`config.mk`:
```
export PLATFORM = sky130hd
export DESIGN_NAME = arcade_shell
export DESIGN_NICKNAME = d
export VERILOG_FILES = /design/src/verilog/shell_pkg.sv /design/src/verilog/host_ctrl_if.sv /design/src/verilog/arcade_shell.sv /design/src/verilog/sigma_delta_dac.sv /design/src/verilog/mono_video_out.sv /design/src/verilog/control_merge.sv /design/src/verilog/ps2_keyboard.sv /design/src/verilog/user_io.sv
export VERILOG_INCLUDE_DIRS = /design/src /design/src/verilog
export SDC_FILE = /design/constraint.sdc
export NUM_CORES = 1
export LEC_CHECK = 0
export BUFFER_PORTS_ARGS = -buffer_cell sky130_fd_sc_hd__buf_2
export CORE_MARGIN = 2
export CORE_UTILIZATION = 57
export DETAILED_ROUTE_END_ITERATION = 7
export PLACE_DENSITY = 0.79
export SYNTH_ARGS = -nofsm -noshare
export SYNTH_HDL_FRONTEND = slang
export SYNTH_SLANG_ARGS = --single-unit
```
`constraint.sdc`:
```
create_clock -name clk_sys -period 2.6 [get_ports clk_sys]
set_input_delay 0.26 -clock clk_sys [delete_from_list [all_inputs] [get_ports clk_sys]]
set_output_delay 0.26 -clock clk_sys [all_outputs]
set_load 0.01 [all_outputs]
```
`src/verilog/shell_defines.svh`:
```
// Shell constants: core identifier, host SPI command codes and PS/2 scan codes.
`ifndef SHELL_DEFINES_SVH
`define SHELL_DEFINES_SVH

// identifier returned to the host during each command byte.
`define SHELL_CORE_ID 8'hA4

// host SPI commands.
`define CMD_BUTTONS 8'h01
`define CMD_JOY0    8'h02
`define CMD_JOY1    8'h03
`define CMD_STATUS  8'h1E

// set 2 scan codes for the game keys.
`define KEY_FIRE    8'h29
`define KEY_START1  8'h16
`define KEY_START2  8'h1E
`define KEY_COIN    8'h2E
`define KEY_BREAK   8'hF0

`endif
```
`src/verilog/shell_pkg.sv`:
```
// Shell types: bus widths and state encodings shared by the platform shell.
package shell_pkg;

	typedef logic [7:0]  spi_byte_t;
	typedef logic [7:0]  joy_t;       // bit 4 is fire.
	typedef logic [31:0] status_t;
	typedef logic [3:0]  key_vec_t;   // fire, start 1, start 2, coin from bit 0 up.
	typedef logic [1:0]  video_lvl_t;
	typedef logic [5:0]  rgb_t;
	typedef logic [6:0]  audio_t;
	typedef logic [15:0] dac_word_t;

	// decoded from status bits 4:3.
	typedef enum logic [1:0] {
		SL_NONE = 2'd0,
		SL_HQ2X = 2'd1,
		SL_25   = 2'd2,
		SL_50   = 2'd3
	} scanline_mode_t;

	typedef enum logic [1:0] {
		IDLE,
		DATA,
		PARITY,
		STOP
	} ps2_state_t;

endpackage

```
`src/verilog/host_ctrl_if.sv`:
```
// Host settings bus: status word, joysticks and board buttons from the SPI receiver.
`timescale 1ns/10ps

interface host_ctrl_if
	import shell_pkg::*;
();

	status_t    status;
	joy_t       joystick_0;
	joy_t       joystick_1;
	logic [1:0] buttons;

	modport host (
		output status, joystick_0, joystick_1, buttons
	);

	modport merge (
		input status, joystick_0, joystick_1, buttons
	);

endinterface

```
`src/verilog/arcade_shell.sv`:
```
// Arcade platform shell: host SPI, keyboard, control merge, video output and audio DAC.
`timescale 1ns/10ps

module arcade_shell
	import shell_pkg::*;
(
	input  logic       clk_sys,
	input  logic       reset,
	input  logic       spi_sck,
	input  logic       spi_ss2,
	input  logic       spi_di,
	output logic       spi_do,
	input  logic       ps2_kbd_clk,
	input  logic       ps2_kbd_data,
	input  video_lvl_t video,
	input  logic       hsync,
	input  logic       vsync,
	input  audio_t     audio1,
	input  audio_t     audio2,
	output rgb_t       vga_r,
	output rgb_t       vga_g,
	output rgb_t       vga_b,
	output logic       vga_hs,
	output logic       vga_vs,
	output logic       audio_l,
	output logic       audio_r,
	output logic       fire1_n,
	output logic       start1_n,
	output logic       coin1_n,
	output logic       slam_n,
	output logic       test_n,
	output logic       core_reset_n
);

	key_vec_t       keys;
	scanline_mode_t scanline;
	dac_word_t      dac_in;

	host_ctrl_if ctrl_if ();

	assign dac_in  = {audio1, audio2, 2'b00};     // both channels mixed into one word.
	assign audio_r = audio_l;

	user_io i_user_io (
		.clk_sys (clk_sys),
		.reset   (reset),
		.spi_sck (spi_sck),
		.spi_ss2 (spi_ss2),
		.spi_di  (spi_di),
		.spi_do  (spi_do),
		.ctrl    (ctrl_if.host)
	);

	ps2_keyboard i_ps2_keyboard (
		.clk_sys      (clk_sys),
		.reset        (reset),
		.ps2_kbd_clk  (ps2_kbd_clk),
		.ps2_kbd_data (ps2_kbd_data),
		.keys         (keys)
	);

	control_merge i_control_merge (
		.clk_sys      (clk_sys),
		.reset        (reset),
		.ctrl         (ctrl_if.merge),
		.keys         (keys),
		.fire1_n      (fire1_n),
		.start1_n     (start1_n),
		.coin1_n      (coin1_n),
		.slam_n       (slam_n),
		.test_n       (test_n),
		.core_reset_n (core_reset_n),
		.scanline     (scanline)
	);

	mono_video_out i_mono_video_out (
		.clk_sys  (clk_sys),
		.reset    (reset),
		.video    (video),
		.hsync    (hsync),
		.vsync    (vsync),
		.scanline (scanline),
		.vga_r    (vga_r),
		.vga_g    (vga_g),
		.vga_b    (vga_b),
		.vga_hs   (vga_hs),
		.vga_vs   (vga_vs)
	);

	sigma_delta_dac i_sigma_delta_dac (
		.clk_sys (clk_sys),
		.reset   (reset),
		.din     (dac_in),
		.dout    (audio_l)
	);

endmodule

```
`src/verilog/sigma_delta_dac.sv`:
```
// Audio DAC: first-order sigma-delta modulator with a one-bit output.
`timescale 1ns/10ps

module sigma_delta_dac
	import shell_pkg::*;
(
	input  logic      clk_sys,
	input  logic      reset,
	input  dac_word_t din,
	output logic      dout
);

	dac_word_t   acc;
	logic [16:0] sum;

	assign sum = {1'b0, acc} + {1'b0, din};

	always_ff @(posedge clk_sys) begin
		if (reset) begin
			acc  <= '0;
			dout <= 1'b0;
		end else begin
			acc  <= sum[15:0];
			dout <= sum[16];                        // overflow is the pulse density.
		end
	end

endmodule

```
`src/verilog/mono_video_out.sv`:
```
// Monochrome video output: level to 6-bit RGB with scanline dimming and matched syncs.
`timescale 1ns/10ps

module mono_video_out
	import shell_pkg::*;
(
	input  logic           clk_sys,
	input  logic           reset,
	input  video_lvl_t     video,
	input  logic           hsync,
	input  logic           vsync,
	input  scanline_mode_t scanline,
	output rgb_t           vga_r,
	output rgb_t           vga_g,
	output rgb_t           vga_b,
	output logic           vga_hs,
	output logic           vga_vs
);

	rgb_t level_rgb;
	rgb_t dim_rgb;
	logic odd_line;

	assign level_rgb = {video, video, video};     // 00, 15, 2a, 3f.

	always_comb begin
		dim_rgb = level_rgb;
		if (odd_line) begin
			case (scanline)
				SL_25:   dim_rgb = level_rgb - (level_rgb >> 2);
				SL_50:   dim_rgb = level_rgb >> 1;
				default: dim_rgb = level_rgb;       // hq2x behaves like none.
			endcase
		end
	end

	always_ff @(posedge clk_sys) begin
		if (reset) begin
			vga_hs   <= 1'b1;
			vga_vs   <= 1'b1;
			odd_line <= 1'b0;
		end else begin
			vga_hs <= hsync;
			vga_vs <= vsync;
			if (vga_hs && !hsync) begin
				odd_line <= ~odd_line;               // new line at falling hsync.
			end
		end
	end

	always_ff @(posedge clk_sys) begin
		vga_r <= dim_rgb;
		vga_g <= dim_rgb;
		vga_b <= dim_rgb;
	end

endmodule

```
`src/verilog/control_merge.sv`:
```
// Control merge: active-low game inputs and core reset from keys, joysticks and status.
`timescale 1ns/10ps

module control_merge
	import shell_pkg::*;
(
	input  logic           clk_sys,
	input  logic           reset,
	host_ctrl_if.merge     ctrl,
	input  key_vec_t       keys,
	output logic           fire1_n,
	output logic           start1_n,
	output logic           coin1_n,
	output logic           slam_n,
	output logic           test_n,
	output logic           core_reset_n,
	output scanline_mode_t scanline
);

	always_ff @(posedge clk_sys) begin
		if (reset) begin
			fire1_n      <= 1'b1;
			start1_n     <= 1'b1;
			coin1_n      <= 1'b1;
			slam_n       <= 1'b1;
			test_n       <= 1'b1;
			core_reset_n <= 1'b0;                   // core held while the shell resets.
			scanline     <= SL_NONE;
		end else begin
			fire1_n      <= ~(keys[0] | ctrl.joystick_0[4] | ctrl.joystick_1[4]);
			start1_n     <= ~(keys[1] | keys[2]);    // either start key starts player 1.
			coin1_n      <= ~keys[3];
			slam_n       <= ~ctrl.status[2];
			test_n       <= ~ctrl.status[1];
			core_reset_n <= ~(ctrl.status[0] | ctrl.status[6] | ctrl.buttons[1]);
			scanline     <= scanline_mode_t'(ctrl.status[4:3]);
		end
	end

endmodule

```
`src/verilog/ps2_keyboard.sv`:
```
// PS/2 keyboard receiver: checks frames and maps scan codes onto the game keys.
`timescale 1ns/10ps
`include "shell_defines.svh"

module ps2_keyboard
	import shell_pkg::*;
(
	input  logic     clk_sys,
	input  logic     reset,
	input  logic     ps2_kbd_clk,
	input  logic     ps2_kbd_data,
	output key_vec_t keys
);

	logic [1:0] clk_q;
	logic       data_q;
	logic       clk_fall;
	logic       frame_ok;
	ps2_state_t state;
	logic [2:0] bit_cnt;
	logic [7:0] code;
	logic       parity;
	logic       brk;

	assign clk_fall = clk_q[1] & ~clk_q[0];
	assign frame_ok = data_q & (^{code, parity});   // stop bit high, odd parity.

	always_ff @(posedge clk_sys) begin
		if (reset) begin
			clk_q  <= '1;
			data_q <= 1'b1;
		end else begin
			clk_q  <= {clk_q[0], ps2_kbd_clk};
			data_q <= ps2_kbd_data;
		end
	end

	always_ff @(posedge clk_sys) begin
		if (clk_fall && state == DATA) begin
			code <= {data_q, code[7:1]};             // lsb arrives first.
		end
	end

	always_ff @(posedge clk_sys) begin
		if (reset) begin
			state   <= IDLE;
			bit_cnt <= '0;
			parity  <= 1'b0;
			brk     <= 1'b0;
			keys    <= '0;
		end else if (clk_fall) begin
			case (state)
				IDLE: begin
					if (!data_q) begin
						state   <= DATA;
						bit_cnt <= '0;
					end
				end
				DATA: begin
					bit_cnt <= bit_cnt + 3'd1;
					if (bit_cnt == 3'd7) begin
						state <= PARITY;
					end
				end
				PARITY: begin
					parity <= data_q;
					state  <= STOP;
				end
				STOP: begin
					state <= IDLE;
					if (!frame_ok) begin
						brk <= 1'b0;                     // bad frame also loses its prefix.
					end else if (code == `KEY_BREAK) begin
						brk <= 1'b1;
					end else begin
						brk <= 1'b0;
						case (code)
							`KEY_FIRE:   keys[0] <= ~brk;
							`KEY_START1: keys[1] <= ~brk;
							`KEY_START2: keys[2] <= ~brk;
							`KEY_COIN:   keys[3] <= ~brk;
							default: ;
						endcase
					end
				end
				default: state <= IDLE;
			endcase
		end
	end

endmodule

```
`src/verilog/user_io.sv`:
```
// Host SPI slave: decodes commands, holds status, joysticks and buttons, answers with core ID.
`timescale 1ns/10ps
`include "shell_defines.svh"

module user_io
	import shell_pkg::*;
(
	input  logic      clk_sys,
	input  logic      reset,
	input  logic      spi_sck,
	input  logic      spi_ss2,
	input  logic      spi_di,
	output logic      spi_do,
	host_ctrl_if.host ctrl
);

	localparam spi_byte_t core_id = `SHELL_CORE_ID;

	logic [2:0]  sck_q;
	logic [2:0]  ss_q;
	logic [1:0]  di_q;
	logic        sck_rise;
	logic        sck_fall;
	logic        ss_active;
	logic        ss_fall;
	logic        byte_done;
	logic [2:0]  bit_cnt;
	logic [2:0]  byte_cnt;
	logic [6:0]  sr;
	spi_byte_t   rx_byte;
	spi_byte_t   cmd;
	logic [23:0] status_shadow;
	status_t     status_q;
	joy_t        joy0_q;
	joy_t        joy1_q;
	logic [1:0]  buttons_q;

	assign sck_rise  = sck_q[1] & ~sck_q[2];
	assign sck_fall  = ~sck_q[1] & sck_q[2];
	assign ss_active = ~ss_q[1];
	assign ss_fall   = ~ss_q[1] & ss_q[2];
	assign rx_byte   = {sr, di_q[1]};          // byte completed by the current bit.
	assign byte_done = ss_active & sck_rise & (bit_cnt == 3'd7);

	always_ff @(posedge clk_sys) begin
		if (reset) begin
			sck_q <= '0;
			ss_q  <= '1;
			di_q  <= '0;
		end else begin
			sck_q <= {sck_q[1:0], spi_sck};
			ss_q  <= {ss_q[1:0], spi_ss2};
			di_q  <= {di_q[0], spi_di};
		end
	end

	// counters restart with every frame.
	always_ff @(posedge clk_sys) begin
		if (reset || !ss_active) begin
			bit_cnt  <= '0;
			byte_cnt <= '0;
		end else if (sck_rise) begin
			bit_cnt <= bit_cnt + 3'd1;
			if (bit_cnt == 3'd7 && byte_cnt != 3'd7) begin
				byte_cnt <= byte_cnt + 3'd1;      // saturates.
			end
		end
	end

	always_ff @(posedge clk_sys) begin
		if (sck_rise) begin
			sr <= rx_byte[6:0];
		end
	end

	always_ff @(posedge clk_sys) begin
		if (byte_done && cmd == `CMD_STATUS) begin
			case (byte_cnt)
				3'd1: status_shadow[7:0]   <= rx_byte;
				3'd2: status_shadow[15:8]  <= rx_byte;
				3'd3: status_shadow[23:16] <= rx_byte;
				default: ;
			endcase
		end
	end

	always_ff @(posedge clk_sys) begin
		if (reset) begin
			cmd       <= '0;
			status_q  <= '0;
			joy0_q    <= '0;
			joy1_q    <= '0;
			buttons_q <= '0;
		end else if (byte_done) begin
			if (byte_cnt == 3'd0) begin
				cmd <= rx_byte;
			end else begin
				case (cmd)
					`CMD_BUTTONS: if (byte_cnt == 3'd1) buttons_q <= rx_byte[1:0];
					`CMD_JOY0:    if (byte_cnt == 3'd1) joy0_q <= rx_byte;
					`CMD_JOY1:    if (byte_cnt == 3'd1) joy1_q <= rx_byte;
					`CMD_STATUS:  if (byte_cnt == 3'd4) status_q <= {rx_byte, status_shadow};
					default: ;
				endcase
			end
		end
	end

	// core ID goes out MSB first, one bit per falling sck.
	always_ff @(posedge clk_sys) begin
		if (reset || !ss_active) begin
			spi_do <= 1'b0;
		end else if (ss_fall) begin
			spi_do <= core_id[7];
		end else if (sck_fall) begin
			spi_do <= (byte_cnt == 3'd0) ? core_id[3'd7 - bit_cnt] : 1'b0;
		end
	end

	assign ctrl.status     = status_q;
	assign ctrl.joystick_0 = joy0_q;
	assign ctrl.joystick_1 = joy1_q;
	assign ctrl.buttons    = buttons_q;

endmodule

```
-- Yosys cells after proc, flatten, opt, wreduce, memory -nomap -nowiden
Memory sizes are Yosys's and may differ from the RTL's.
Index checks and enable logic that the tools add are counted.
- reduce and logical (&&, ||, !) cells: 26
- bitwise gates (word level): 26
- $add $sub $neg: 6
- equality and inequality tests: 21
- magnitude comparators: 1
- muxes and demuxes: 13
- operators by type and width (cell ; count):
    $eq 8x5->1 const B ; 3
    $reduce_and 5->1 ; 4
    $add 16x16->17 ; 1
    $eq 8x2->1 const B ; 2
    $eq 8x6->1 const B ; 2
    $reduce_and 4->1 ; 4
    $not 1->1 ; 14
    $pmux 6 s2 ; 1
    $reduce_and 2->1 ; 5
    $add 3x1->3 const B ; 3
    $eq 3x3->1 const B ; 3
    $reduce_xor 9->1 ; 1
    $eq 2x2->1 const B ; 4
    $eq 8x1->1 const B ; 1
    $eq 8x8->1 const B ; 1
    $pmux 2 s4 ; 1
    $and 1x1->1 ; 7
    $mux 1 ; 6
    $mux 6 ; 1
    $pmux 3 s2 ; 1
    $reduce_and 3->1 ; 2
    $sub 6x4->6 ; 1
    $or 1x1->1 ; 5
    $logic_and 1x1->1 ; 4
    13 further kinds ; 16
- memories: 1
- input bits: 25
- flip-flop bits (word level): 112
- output and inout bits: 29
- memory bits (read-only): 8
- memory list (memory ; depth ; width ; rd ports ; clocked after Yosys merged registers in ; wr ports ; RTL line ; RTL):
    (no name shown) ; 8 ; 1 ; 1 ; 0 ; 0 ; user_io.sv:116 ; spi_do <= (byte_cnt == 3'd0) ? core_id[3'd7 - bit_cnt] : 1'b0;

-- Depth between registers and ports, before layout
- depth in word-level cells: 6
- mapped depth: 8
- depth with buffers taken out: 8

-- By module
From an unflattened synthesis, not the netlist that was laid out.
- cells, all modules: 649
- area total of the unflattened synthesis: 7073.0 um2
- by module, submodules not included (module ; cells each ; instances ; area an instance (um2)):
    user_io ; 345 ; 1 ; 4117.7
    sigma_delta_dac ; 158 ; 1 ; 1352.5
    ps2_keyboard ; 90 ; 1 ; 1036.0
    mono_video_out ; 37 ; 1 ; 332.8
    control_merge ; 17 ; 1 ; 222.7
    arcade_shell ; 2 ; 1 ; 11.3

-- Worst setup path after synthesis
No wires, ideal clock.
- path kind: register -> register
- start: register i_user_io.bit_cnt[0]
- end: register i_user_io.status_shadow[0], enable pin
- slack: 627 ps
- cell stages (with the launch flop): 6
- period minus slack after synthesis: 1973 ps
- arrival: 1595 ps
- buffers on the path: 0
- setup time: 378 ps
- cells stage by stage: dfxtp_1 ha_1 ha_1 and4bb_2 nand4b_2 nor3b_1
- longest elaborated chain between the ends: 4
- ends and longest elaborated chain (element ; RTL line ; RTL):
    from (decl) ; user_io.sv:27 ; logic [2:0] bit_cnt;
    from (signal assigned) ; user_io.sv:63 ; bit_cnt <= bit_cnt + 3'd1;
    $eq 3x3->1 ; user_io.sv:43 ; assign byte_done = ss_active & sck_rise & (bit_cnt == 3'd7);
    $and 1x1->1 ; user_io.sv:43 ;
    $logic_and 1x1->1 (no source line) ; n/a ;
    $reduce_and 2->1 (no source line) ; n/a ;
    to (signal assigned) ; user_io.sv:79 ; 3'd1: status_shadow[7:0] <= rx_byte;
    to (decl) ; user_io.sv:32 ; logic [23:0] status_shadow;
No other way between the ends.
A chain may end at the register's enable or synchronous reset.

-- Final worst setup path
- start: register i_sigma_delta_dac.acc[2]
- end: register i_sigma_delta_dac.dout
- longest elaborated chain between the ends: 1
- ends and longest elaborated chain (element ; RTL line ; RTL):
    from (decl) ; sigma_delta_dac.sv:13 ; dac_word_t acc;
    from (signal assigned) ; sigma_delta_dac.sv:23 ; acc <= sum[15:0];
    $add 16x16->17 ; sigma_delta_dac.sv:16 ; assign sum = {1'b0, acc} + {1'b0, din};
    to (signal assigned) ; sigma_delta_dac.sv:24 ; dout <= sum[16];
    to (decl) ; sigma_delta_dac.sv:10 ; output logic dout
No other way between the ends.

==> out/results.ini <==
[synthesis]
synth_cell_type_count=50
yosysTopAreaCell=dfxtp_1
netlist_instances=397
synth.net_count=450
ys_warn_count=0
avgSynthCellArea_um2=10.5
synth_top_area_share_pct=36.4
yosysMostFrequentCell=dfxtp_1
yosysSeqAreaShare_pct=51.5
synthFlopType=dfxtp_1
ys_top_cells_by_count=dfxtp_1 (76), nor2_1 (47), ha_1 (27), mux2i_1 (22), edfxtp_1 (21)
synthesis.area_um2=4180
synth-edff-count=21
yosys-top-cells-area=dfxtp_1 (36%), edfxtp_1 (15%), ha_1 (8.1%), mux2i_1 (5.3%), nor2_1 (4.2%)
async_flop_share_pct=0
synth-seq-cells=97

[clocking]
cts_hold_buffers=0
cts-resized-gates=0
post_cts_buffers=0
numCtsBuffers=9
root_buffer=clkbuf_8
path_clk_slew_ns=0.10
cts_buffer_depth=2
cts_tree=built
numClockSinks=97
insertion_delay_ns=0.36
htreeDepth=3

[power]
p_clk_share_pct=30.9
switching_share_pct=26.8
pwr-share-seq_pct=49.6
p_int_mw=2.48
p_leak_nw=1.99
switchingPower_mw=0.908
p_comb_share_pct=19.4
powerDensity_nw_per_um2=726
vdd.ir_drop.worst_uv=285

[global_route]
grtUsageTotal_pct=18.6
antenna_found_initial=0
grt_pass1_wl_mm=11.5
grt_max_degree=31
grt_pass1_vias=2736
grt-ovfl-total=0

[sta]
worst_slew_pin_slew_ns=0.464
slew_viol_final=0
hold_slack_ns=0.0795
fin_ws_ns=0.492
finalHoldViolCount=0
relSlewSlack_pct=69.0
period_needed_ns=2.11
tns_ns=0
rsz0062_at_grt=false
setup_viol=0
max_freq_ghz=0.474
final.period_utilization_pct=81.1
skew_ns=0.0111

[detailed_routing]
drt-initial-drc-count=120
drc=0
drt.antenna.violating_nets=0
totalWireLength_mm=6.96
post_drt_wl_per_cell_um=12.8
vias_per_cell=5.24
first_pass_iters=4
vias=2850

[placed_design]
place_congestion=0.829
dp_slack_ns=0.452
portBuffers=53
placed_area_um2=4440
dp_hpwl_mm=5.07

[die]
dieHeight_um=89.7
dieArea_um2=8040
die_x_um=89.7
initial_core_util_pct=58.3
io_pins=54
row_count=31
core_area_um2=7180

[hold_path]
hold_path_depth=2
holdCritStartpoint=spi_ss2
hold_class=primary input to register

[final_layout]
area_delta_synth_final_pct=11.6
fin_nets=493
final.fill_count=589
drive_above_1_share_pct=19.8
fin_util_pct=65.0
diodes=0
stdcell_area_um2=4670

[job]
maxCapViolCount=0

[critical_path]
required_ns=2.87
cp-startpoint=i_sigma_delta_dac.acc[2]
path_max_fanout=3
arrival_ns=2.38
timing.rr.start=i_sigma_delta_dac.acc[2]
crit_type=register to register
crit_path_end_kind=register
cp-start-kind=register
reg2reg_depth=8

[run_status]
status=finished clean

## worst max-delay path, cell delays in order, from the launching register on
cell and delay (ns):
dfxtp_1 0.32, ha_1 0.19, inv_1 0.07, fa_1 0.40
nor2b_1 0.21, o31a_1 0.20, o21a_1 0.21, a311oi_2 0.13
o32ai_1 0.28
## logic make-up after synthesis
logic type | after synthesis | share of synthesized area, %
buf+inv | 38 | 4.94
mux | 23 | 5.53
xor+xnor | 12 | 2.87
compound gates | 56 | 9.18
simple gates | 143 | 17.5
flops | 97 | 51.5
fa+ha+maj | 28 | 8.56
## layout by cell type (no fill, tap or decap), types with 3 or more instances in the layout
master,synthesis,layout
dfxtp_1,76,76
buf_2,0,53
nor2_1,47,47
ha_1,27,27
mux2i_1,22,22
edfxtp_1,21,21
nand2_1,20,20
nor2b_1,18,18
nor3_1,14,14
inv_1,13,13
o21ai_0,12,12
a21oi_1,11,11
or2_2,10,10
clkbuf_8,0,10
xnor2_1,8,8
nand2b_1,7,7
a211oi_1,7,7
nand3_1,6,6
nor4_1,5,5
o21a_1,5,5
a21o_1,4,4
buf_4,15,4
or3_1,3,3
xor2_1,3,3
## routing by layer
layer	global-route usage, %	part of all wire [%]
met3	3.75	3.8
met4	10.2	1.9
met2	31.8	48
met5	0	0
met1	21.9	47
## metrics by stage
| step | cells | power (mW) |
|---|---|---|
| 2_1_floorplan | 397 | 2.24 |
| 5_1_grt | 544 | 3.59 |
| 4_1_cts | 544 | 3.42 |
| 6_report | 544 | 3.39 |
| 3_5_place_dp | 528 | 2.37 |
| 3_3_place_gp | 528 | 2.34 |
## final timing paths
path / slack (ns) / to
setup / recovery: 0.49 / i_sigma_delta_dac.dout
hold / removal: 0.08 / i_user_io.ss_q[0]
setup reg to reg: 0.49 / i_sigma_delta_dac.dout
hold reg to reg: 0.40 / i_control_merge.slam_n
## power by group through the flow
stage / registers, mW / logic (mW) / clock network, mW
3_3_place_gp: 1.71 / 0.630 / 0
3_5_place_dp: 1.72 / 0.655 / 0
5_1_grt: 1.69 / 0.754 / 1.14
6_report: 1.68 / 0.657 / 1.05
4_1_cts: 1.68 / 0.659 / 1.07
2_1_floorplan: 1.71 / 0.532 / 0
## registers in the layout, indices dropped and copies added, names as in the netlist, 3 cells and up
register,flops
i_sigma_delta_dac.acc,14
i_ps2_keyboard.code,8
i_user_io.cmd,8
i_user_io.sr,7
i_user_io.ctrl.status,6
i_user_io.status_shadow,6
i_mono_video_out.vga_r,4
i_ps2_keyboard.keys,4
i_ps2_keyboard.bit_cnt,3
i_user_io.bit_cnt,3
i_user_io.byte_cnt,3
i_user_io.sck_q,3
i_user_io.ss_q,3
## layout make-up
cell class	count	area, um2	share of cell area, %
Clock inverter	5	60.1	1.29
Multi-Input combinational cell	262	1820	39.1
Timing Repair Buffer	57	295	6.33
Clock buffer	11	163	3.49
Inverter	13	48.8	1.05
Tap cell	99	124	2.65
Sequential cell	97	2150	46.1
(Power assumes the default switching activity.)
